[src/isaPkg.sv]
`default_nettype none

package isaPkg;

    // field widths of a MIPS instruction word
    localparam int opWidth = 6;
    localparam int functWidth = 6;
    localparam int shamtWidth = 5;
    localparam int immWidth = 16;
    localparam int regAddrWidth = 5;

    // major opcodes, instr[31:26]
    localparam logic [opWidth-1:0] opRtype = 6'b000000;
    localparam logic [opWidth-1:0] opLw = 6'b100011;
    localparam logic [opWidth-1:0] opSw = 6'b101011;
    localparam logic [opWidth-1:0] opBeq = 6'b000100;
    localparam logic [opWidth-1:0] opAddi = 6'b001000;

    // funct codes of the R-type group, instr[5:0]
    localparam logic [functWidth-1:0] fnAdd = 6'b100000;
    localparam logic [functWidth-1:0] fnSub = 6'b100010;
    localparam logic [functWidth-1:0] fnAnd = 6'b100100;
    localparam logic [functWidth-1:0] fnOr = 6'b100101;
    localparam logic [functWidth-1:0] fnSlt = 6'b101010;

    // one fetched word, read either as R-type or as I-type
    // op, rs and rt sit at the same bits in both views
    typedef union packed {
        struct packed {
            logic [opWidth-1:0] op;
            logic [regAddrWidth-1:0] rs;
            logic [regAddrWidth-1:0] rt;
            logic [regAddrWidth-1:0] rd;
            logic [shamtWidth-1:0] shamt;
            logic [functWidth-1:0] funct;
        } rType;
        struct packed {
            logic [opWidth-1:0] op;
            logic [regAddrWidth-1:0] rs;
            logic [regAddrWidth-1:0] rt;
            logic [immWidth-1:0] imm;
        } iType;
    } instrWord;

endpackage

`default_nettype wire

[src/pipePkg.sv]
`default_nettype none

package pipePkg;

    // ALU control word carried down the pipe to execute
    localparam int aluCtrlWidth = 3;

    localparam logic [aluCtrlWidth-1:0] aluAnd = 3'b000;
    localparam logic [aluCtrlWidth-1:0] aluOr = 3'b001;
    localparam logic [aluCtrlWidth-1:0] aluAdd = 3'b010;
    localparam logic [aluCtrlWidth-1:0] aluSub = 3'b110;
    localparam logic [aluCtrlWidth-1:0] aluSlt = 3'b111;

    // code from the main decoder to the ALU decoder
    localparam int aluOpWidth = 2;

    localparam logic [aluOpWidth-1:0] aluOpAdd = 2'b00;
    localparam logic [aluOpWidth-1:0] aluOpSub = 2'b01;
    // look at funct to pick the operation
    localparam logic [aluOpWidth-1:0] aluOpFunct = 2'b10;

endpackage

`default_nettype wire

[src/ctrlBus.sv]
`timescale 1ns/1ns
`default_nettype none

// decoded controls of the instruction in decode, valid in the same cycle
interface ctrlBus import pipePkg::*; ();

    logic regWrite;
    logic memtoReg;
    logic memWrite;
    logic memRead;
    logic aluSrc;
    logic regDst;
    logic branch;
    logic [aluCtrlWidth-1:0] aluControl;

    modport decoder (
        output regWrite, memtoReg, memWrite, memRead,
        output aluSrc, regDst, branch, aluControl
    );

    modport stage (
        input regWrite, memtoReg, memWrite, memRead,
        input aluSrc, regDst, branch, aluControl
    );

endinterface

`default_nettype wire

[src/branchResolver.sv]
`timescale 1ns/1ns
`default_nettype none

module branchResolver import isaPkg::*; (
    input instrWord instrD,
    input logic [31:0] pcPlus4,
    input logic [31:0] readData1,
    input logic [31:0] readData2,
    input logic [31:0] forwardValue,
    input logic forwardA,
    input logic forwardB,
    input logic branch,
    output logic [31:0] signImm,
    output logic [31:0] pcBranch,
    output logic pcSrc
);

    logic [31:0] operandA;
    logic [31:0] operandB;
    logic operandsEqual;

    // 16-bit immediate widened with its sign bit
    assign signImm = {{(32 - immWidth){instrD.iType.imm[immWidth-1]}}, instrD.iType.imm};

    // word offset relative to the next PC
    assign pcBranch = pcPlus4 + {signImm[29:0], 2'b00};

    // results still in flight come from the hazard unit's forward path
    assign operandA = forwardA ? forwardValue : readData1;
    assign operandB = forwardB ? forwardValue : readData2;

    assign operandsEqual = (operandA == operandB);

    // beq taken in decode, no penalty beyond the fetched slot
    assign pcSrc = branch && operandsEqual;

endmodule

`default_nettype wire

[src/controlUnit.sv]
`timescale 1ns/1ns
`default_nettype none

module controlUnit import isaPkg::*, pipePkg::*; (
    input instrWord instrD,
    ctrlBus.decoder ctrl
);

    logic opKnown;
    logic functKnown;
    logic regWriteM;
    logic memtoRegM;
    logic memWriteM;
    logic memReadM;
    logic aluSrcM;
    logic regDstM;
    logic branchM;
    logic [aluOpWidth-1:0] aluOp;
    logic [aluCtrlWidth-1:0] aluCtrlRaw;
    logic valid;

    // main decoder on the opcode
    always_comb begin
        opKnown = 1'b1;
        regWriteM = 1'b0;
        memtoRegM = 1'b0;
        memWriteM = 1'b0;
        memReadM = 1'b0;
        aluSrcM = 1'b0;
        regDstM = 1'b0;
        branchM = 1'b0;
        aluOp = aluOpAdd;
        case (instrD.rType.op)
            opRtype: begin
                regWriteM = 1'b1;
                regDstM = 1'b1;
                aluOp = aluOpFunct;
            end
            opLw: begin
                regWriteM = 1'b1;
                aluSrcM = 1'b1;
                memtoRegM = 1'b1;
                memReadM = 1'b1;
            end
            opSw: begin
                aluSrcM = 1'b1;
                memWriteM = 1'b1;
            end
            opBeq: begin
                branchM = 1'b1;
                aluOp = aluOpSub;
            end
            opAddi: begin
                regWriteM = 1'b1;
                aluSrcM = 1'b1;
            end
            default: opKnown = 1'b0;
        endcase
    end

    // ALU decoder, funct only matters for the R-type group
    always_comb begin
        functKnown = 1'b1;
        case (aluOp)
            aluOpAdd: aluCtrlRaw = aluAdd;
            aluOpSub: aluCtrlRaw = aluSub;
            aluOpFunct: begin
                case (instrD.rType.funct)
                    fnAdd: aluCtrlRaw = aluAdd;
                    fnSub: aluCtrlRaw = aluSub;
                    fnAnd: aluCtrlRaw = aluAnd;
                    fnOr: aluCtrlRaw = aluOr;
                    fnSlt: aluCtrlRaw = aluSlt;
                    default: begin
                        aluCtrlRaw = aluAnd;
                        functKnown = 1'b0;
                    end
                endcase
            end
            default: aluCtrlRaw = aluAnd;
        endcase
    end

    // anything unsupported comes out as a bubble
    assign valid = opKnown && functKnown;

    assign ctrl.regWrite = valid && regWriteM;
    assign ctrl.memtoReg = valid && memtoRegM;
    assign ctrl.memWrite = valid && memWriteM;
    assign ctrl.memRead = valid && memReadM;
    assign ctrl.aluSrc = valid && aluSrcM;
    assign ctrl.regDst = valid && regDstM;
    assign ctrl.branch = valid && branchM;
    assign ctrl.aluControl = valid ? aluCtrlRaw : aluAnd;

endmodule

`default_nettype wire

[src/decodeStage.sv]
`timescale 1ns/1ns
`default_nettype none

module decodeStage import isaPkg::*, pipePkg::*; (
    input logic clk,
    input logic reset,
    input logic flushE,
    input logic regWriteW,
    input logic forwardAD,
    input logic forwardBD,
    input logic [31:0] instrD,
    input logic [31:0] pcPlus4D,
    input logic [31:0] writeDataW,
    input logic [31:0] forwardValueD,
    input logic [regAddrWidth-1:0] writeAddrW,
    output logic [31:0] pcBranchD,
    output logic pcSrcD,
    output logic [regAddrWidth-1:0] rsD,
    output logic [regAddrWidth-1:0] rtD,
    output logic regWriteE,
    output logic memtoRegE,
    output logic memWriteE,
    output logic memReadE,
    output logic aluSrcE,
    output logic regDstE,
    output logic branchE,
    output logic [aluCtrlWidth-1:0] aluControlE,
    output logic [31:0] readData1E,
    output logic [31:0] readData2E,
    output logic [31:0] signImmE,
    output logic [regAddrWidth-1:0] rsE,
    output logic [regAddrWidth-1:0] rtE,
    output logic [regAddrWidth-1:0] rdE
);

    instrWord instr;
    logic [31:0] readData1;
    logic [31:0] readData2;
    logic [31:0] signImm;

    ctrlBus ctrlIf ();

    assign instr = instrD;

    // source registers go out to the hazard unit
    assign rsD = instr.rType.rs;
    assign rtD = instr.rType.rt;

    controlUnit controlUnit_i (
        .instrD (instr),
        .ctrl   (ctrlIf)
    );

    registerFile registerFile_i (
        .clk         (clk),
        .reset       (reset),
        .readAddr1   (instr.rType.rs),
        .readAddr2   (instr.rType.rt),
        .writeAddr   (writeAddrW),
        .writeEnable (regWriteW),
        .writeData   (writeDataW),
        .readData1   (readData1),
        .readData2   (readData2)
    );

    branchResolver branchResolver_i (
        .instrD       (instr),
        .pcPlus4      (pcPlus4D),
        .readData1    (readData1),
        .readData2    (readData2),
        .forwardValue (forwardValueD),
        .forwardA     (forwardAD),
        .forwardB     (forwardBD),
        .branch       (ctrlIf.branch),
        .signImm      (signImm),
        .pcBranch     (pcBranchD),
        .pcSrc        (pcSrcD)
    );

    idExRegister idExRegister_i (
        .clk         (clk),
        .reset       (reset),
        .flush       (flushE),
        .ctrl        (ctrlIf),
        .readData1   (readData1),
        .readData2   (readData2),
        .signImm     (signImm),
        .instrD      (instr),
        .regWriteE   (regWriteE),
        .memtoRegE   (memtoRegE),
        .memWriteE   (memWriteE),
        .memReadE    (memReadE),
        .aluSrcE     (aluSrcE),
        .regDstE     (regDstE),
        .branchE     (branchE),
        .aluControlE (aluControlE),
        .readData1E  (readData1E),
        .readData2E  (readData2E),
        .signImmE    (signImmE),
        .rsE         (rsE),
        .rtE         (rtE),
        .rdE         (rdE)
    );

endmodule

`default_nettype wire

[src/idExRegister.sv]
`timescale 1ns/1ns
`default_nettype none

module idExRegister import isaPkg::*, pipePkg::*; (
    input logic clk,
    input logic reset,
    input logic flush,
    ctrlBus.stage ctrl,
    input logic [31:0] readData1,
    input logic [31:0] readData2,
    input logic [31:0] signImm,
    input instrWord instrD,
    output logic regWriteE,
    output logic memtoRegE,
    output logic memWriteE,
    output logic memReadE,
    output logic aluSrcE,
    output logic regDstE,
    output logic branchE,
    output logic [aluCtrlWidth-1:0] aluControlE,
    output logic [31:0] readData1E,
    output logic [31:0] readData2E,
    output logic [31:0] signImmE,
    output logic [regAddrWidth-1:0] rsE,
    output logic [regAddrWidth-1:0] rtE,
    output logic [regAddrWidth-1:0] rdE
);

    // flush turns the slot into a bubble, reset does the same at any time
    always_ff @(posedge clk or posedge reset) begin
        if (reset) begin
            regWriteE <= 1'b0;
            memtoRegE <= 1'b0;
            memWriteE <= 1'b0;
            memReadE <= 1'b0;
            aluSrcE <= 1'b0;
            regDstE <= 1'b0;
            branchE <= 1'b0;
            aluControlE <= '0;
            readData1E <= '0;
            readData2E <= '0;
            signImmE <= '0;
            rsE <= '0;
            rtE <= '0;
            rdE <= '0;
        end else if (flush) begin
            regWriteE <= 1'b0;
            memtoRegE <= 1'b0;
            memWriteE <= 1'b0;
            memReadE <= 1'b0;
            aluSrcE <= 1'b0;
            regDstE <= 1'b0;
            branchE <= 1'b0;
            aluControlE <= '0;
            readData1E <= '0;
            readData2E <= '0;
            signImmE <= '0;
            rsE <= '0;
            rtE <= '0;
            rdE <= '0;
        end else begin
            regWriteE <= ctrl.regWrite;
            memtoRegE <= ctrl.memtoReg;
            memWriteE <= ctrl.memWrite;
            memReadE <= ctrl.memRead;
            aluSrcE <= ctrl.aluSrc;
            regDstE <= ctrl.regDst;
            branchE <= ctrl.branch;
            aluControlE <= ctrl.aluControl;
            readData1E <= readData1;
            readData2E <= readData2;
            signImmE <= signImm;
            // rs and rt for forwarding in execute, rd for the write target mux
            rsE <= instrD.rType.rs;
            rtE <= instrD.rType.rt;
            rdE <= instrD.rType.rd;
        end
    end

endmodule

`default_nettype wire

[src/registerFile.sv]
`timescale 1ns/1ns
`default_nettype none

module registerFile import isaPkg::*; (
    input logic clk,
    input logic reset,
    input logic [regAddrWidth-1:0] readAddr1,
    input logic [regAddrWidth-1:0] readAddr2,
    input logic [regAddrWidth-1:0] writeAddr,
    input logic writeEnable,
    input logic [31:0] writeData,
    output logic [31:0] readData1,
    output logic [31:0] readData2
);

    // $zero is not stored, only 1..31 are real registers
    logic [31:0] regs [1:31];

    always_ff @(posedge clk or posedge reset) begin
        if (reset) begin
            for (int i = 1; i < 32; i++) begin
                regs[i] <= '0;
            end
        end else if (writeEnable && writeAddr != '0) begin
            regs[writeAddr] <= writeData;
        end
    end

    // one read port, with the writeback value bypassed in the write cycle
    function automatic logic [31:0] readPort(input logic [regAddrWidth-1:0] addr);
        logic [31:0] value;
        if (addr == '0) begin
            value = '0;
        end else if (writeEnable && addr == writeAddr) begin
            value = writeData;
        end else begin
            value = regs[addr];
        end
        return value;
    endfunction

    assign readData1 = readPort(readAddr1);
    assign readData2 = readPort(readAddr2);

endmodule

`default_nettype wire

[config.mk]
export PLATFORM = sky130hd
export DESIGN_NAME = decodeStage
export DESIGN_NICKNAME = d
export VERILOG_FILES = /design/src/isaPkg.sv /design/src/pipePkg.sv /design/src/ctrlBus.sv /design/src/branchResolver.sv /design/src/controlUnit.sv /design/src/decodeStage.sv /design/src/idExRegister.sv /design/src/registerFile.sv
export SDC_FILE = /design/constraint.sdc
export NUM_CORES = 2
export LEC_CHECK = 0
export BUFFER_PORTS_ARGS = -buffer_cell sky130_fd_sc_hd__buf_2
export CAP_MARGIN = 10
export CORE_MARGIN = 3
export CORE_UTILIZATION = 40
export DETAILED_ROUTE_END_ITERATION = 6
export PLACE_DENSITY = 0.54
export SYNTH_ARGS = -nofsm -noshare
export SYNTH_HDL_FRONTEND = slang
export SYNTH_HIERARCHICAL = 1
export SYNTH_SLANG_ARGS = --single-unit
[constraint.sdc]
create_clock -name clk -period 40.4 [get_ports clk]
set_clock_uncertainty 0.2 [all_clocks]
set_input_delay 8.08 -clock clk [delete_from_list [all_inputs] [get_ports clk]]
set_output_delay 8.08 -clock clk [all_outputs]
set_load 0.01 [all_outputs]
==> reports/summary.md <==
GRT
• 312 mm — first-pass GRT wire length
• 15 — number of antenna violations at the first check in global routing
• 0 — residual overflow from global routing
• 27.0% — global routing usage summed across all routing layers
• 42000 — via count of the first global-routing pass
• 176 — pin count of the biggest net entering global routing

Hold path
• 1 — count of cells along the worst hold path
• registerFile_i/regs[632] — Worst Hold Endpoint
• reg2reg — HP Class
• registerFile_i/regs[632] — startpoint of the most critical hold path

Routing
• 32.7 um — routed length per placed instance
• 41900 — via count
• 218 mm — wirelength, routed
• 4117 — initial detailed-routing violation count
• 0 — Remaining DRCs
• 6 — iteration count of the initial detailed-routing pass
• 0 — antenna viol nets, final
• 6.27 — detail-routed via count per cell

STA
• 14.4% — relative slew slack
• 0 — max-slew violation total from the final report
• 1.28 ns — actual slew at the worst max-slew pin
• 0 ns — TNS Setup
• 55.2% — Final Cycle Share
• 18.12 ns — worst-case setup margin in the final layout
• 22.28 ns — minimum clock period
• 0 — endpoints failing setup
• 44.9 MHz — fmax
• no — setup repair after global routing missed its margin
• 0 — final hold viol count

CTS
• 121 — number of buffers added by the clock tree synthesis step
• built — TritonCTS clock tree
• 0 — cts repair resizes
• 3 — largest buffer count on any clock path
• sky130_fd_sc_hd__clkbuf_16 — Clock Tree Root
• 0.75 ns — clock latency reported for the late side of the worst-skew pair
• 0 — # hold bufs at CTS
• 1113 — Clock Sinks
• 0.06 ns — CTS clk-pin slew, worst paths
• 3 — H-tree depth reported by CTS
• 0 — setup fix buffers added after clock tree synthesis

Final layout
• 4712 — net total in the final layout
• 10.2% — area growth from synthesis to layout
• 45.9% — share of final-layout standard cells stronger than drive strength 1

Synth
• 45.0% — fraction of post-synthesis cell area in the top cell type by area
• 92 — Netlist cell types
• 45.0% — sequential share of the synthesized area
• sky130_fd_sc_hd__dfrtp_1 45%, sky130_fd_sc_hd__mux2_2 20%, sky130_fd_sc_hd__mux4_2 13%, sky130_fd_sc_hd__mux2i_1 3.7%, sky130_fd_sc_hd__a22oi_1 1.4% — cells taking the most area after synthesis
• sky130_fd_sc_hd__dfrtp_1 — most frequently used flop master after synthesis
• 6 — number of warning messages in the yosys log
• 4682 — total nets after synthesis
• sky130_fd_sc_hd__dfrtp_1 — post-synth top area cell
• 100% — async set-or-reset flop fraction in the synthesized netlist
• 13.7 um^2 — mean instance size in the synthesized netlist
• 4513 — Post-Syn Instances
• 61900 um^2 — Mapped Area
• 0 — number of flops mapped to enable cells by yosys
• 1113 — FF+latch count, synth

Outcome
• complete, no violations — result of the run

Floorplanning
• 159000 um^2 — die area
• 399 um — die span in x
• 40.5% — initial cell density of the core
• 143 — num rows
• 399 um — die height
• 303 — count of boundary I/O pins
• 153000 um^2 — core footprint

Pwr
• 29.9 nW — standby leakage power
• 48.6 nW/um^2 — power density over the cells
• 0.0320 mV — maximum resistive drop on vdd

Setup path
• 37.81 ns — setup slack of the worst register-to-register path
• 6 — cell count of the worst reg-to-reg path
• 58 — largest fanout on the critical path
• 32.12 ns — required time at the endpoint of the critical path
• primary output — crit end category
• input port — kind of start point of the critical path
• idExRegister_i/readData1E[12] — Worst R2R End
• in2out — Worst Path Class, Setup
• 14.00 ns — data arrival time at the worst-slack endpoint
• registerFile_i/regs[364] — startpoint of the most critical register-to-register path

Job
• 0 — number of maximum-capacitance constraint violations

Placement
• 134 mm — placed wire-length estimate after detailed placement
• 18.11 ns — Placement Setup Slack
• 298 — port buffer count
• 0.906 — gp weighted congestion

## worst max path at each step
stage | from | end | slack (ns) | depth (start not counted)
3_3_place_gp | instrD[17] | pcSrcD | 18.13 | 15
6_report | instrD[17] | pcSrcD | 18.12 | 15
3_5_place_dp | instrD[17] | pcSrcD | 18.11 | 15
4_1_cts | instrD[17] | pcSrcD | 18.11 | 15
5_1_grt | instrD[21] | pcSrcD | 17.89 | 15
2_1_floorplan | reset | registerFile_i/regs[0] | 4.21 | 1
## cells in the mapped netlist, types with 50 or more instances
cell type	number
sky130_fd_sc_hd__buf_2	140
sky130_fd_sc_hd__nor2_1	51
sky130_fd_sc_hd__a22oi_1	113
sky130_fd_sc_hd__mux2i_1	230
sky130_fd_sc_hd__dfrtp_1	1113
sky130_fd_sc_hd__mux4_2	367
sky130_fd_sc_hd__o211ai_1	50
sky130_fd_sc_hd__nor2b_1	135
sky130_fd_sc_hd__mux2_2	1094
sky130_fd_sc_hd__clkbuf_1	164
sky130_fd_sc_hd__buf_4	106
sky130_fd_sc_hd__a21oi_1	71
sky130_fd_sc_hd__nand2_1	106
## area by class of cell
cell class                 count  area, um^2
fill                       13800       84600
multi-input combinational   2876       31400
sequential                  1113       27900
clock buffer                 193        3690
tap                         2030        2540
timing repair buffer         399        2370
clock inverter                27         231
inverter                      32         133
antenna                        7        17.5
## sequential cells by signal, indices dropped and copies added (netlist names)
register                    flops
idExRegister_i/aluControlE      3
idExRegister_i/memReadE         1
idExRegister_i/regWriteE        1
idExRegister_i/aluSrcE          1
idExRegister_i/rtE              5
registerFile_i/regs           992
idExRegister_i/memWriteE        1
idExRegister_i/regDstE          1
idExRegister_i/branchE          1
idExRegister_i/rsE              5
idExRegister_i/memtoRegE        1
idExRegister_i/signImmE        32
idExRegister_i/readData2E      32
idExRegister_i/rdE              5
idExRegister_i/readData1E      32
## metal layers
layer / vias to the layer above / global-route usage, % / wire length (um)
met3: 389 / 4.78 / 17000
met1: 22500 / 38.4 / 95700
li1: 17200 / - / -
met5: - / 0 / 14
met4: 2 / 9.05 / 7570
met2: 1845 / 41.6 / 98100
## cell families after synthesis
group | synth area share [%]
mux | 37.4
flops | 45.0
compound gates | 6.67
buf+inv | 4.61
simple gates | 4.46
xor+xnor | 1.26
fa+ha+maj | 0.619
## report_power, final
group	leakage (nW)	switching (W)	internal (W)	total (W)
clock network	1.94	0.000469	0.000639	0.00111
logic	13.6	0.000344	0.000399	0.000743
registers	14.3	0.000143	0.00132	0.00146
## through the flow
step	power [W]	instance area (um^2)	utilization, %	hold slack [ns]	std cells
4_1_cts	0.00333	68200	44.6	0.308	6670
2_1_floorplan	0.00199	61900	-	0.270	4513
5_1_grt	0.00346	68200	44.6	0.326	6671
3_5_place_dp	0.00221	64300	42.1	0.295	6450
3_3_place_gp	0.00220	64300	42.1	0.285	6450
6_report	0.00331	68200	44.6	0.310	6677
## worst max-delay path: stages
cell	delay, ns
sky130_fd_sc_hd__buf_8	0.43
sky130_fd_sc_hd__buf_4	0.60
sky130_fd_sc_hd__buf_4	0.79
sky130_fd_sc_hd__buf_4	0.63
sky130_fd_sc_hd__mux4_2	0.58
sky130_fd_sc_hd__mux2i_1	0.14
sky130_fd_sc_hd__a221oi_1	0.12
sky130_fd_sc_hd__o221a_1	0.45
sky130_fd_sc_hd__xor2_1	0.21
sky130_fd_sc_hd__nor4_1	0.33
sky130_fd_sc_hd__nand4_1	0.14
sky130_fd_sc_hd__o31ai_1	0.29
sky130_fd_sc_hd__a31oi_1	0.14
sky130_fd_sc_hd__nor4_1	0.68
sky130_fd_sc_hd__buf_2	0.26
## placed cells by master (no fill, tap or decap), drive strengths merged, types with 50 or more instances in the layout
master,count
o211ai,50
clkbuf,193
a22oi,113
mux2i,230
a21oi,71
buf,399
mux4,367
nor2b,135
dfrtp,1113
mux2,1117
nand2,107
nor2,56
Power figures use the tool's default switching activity.
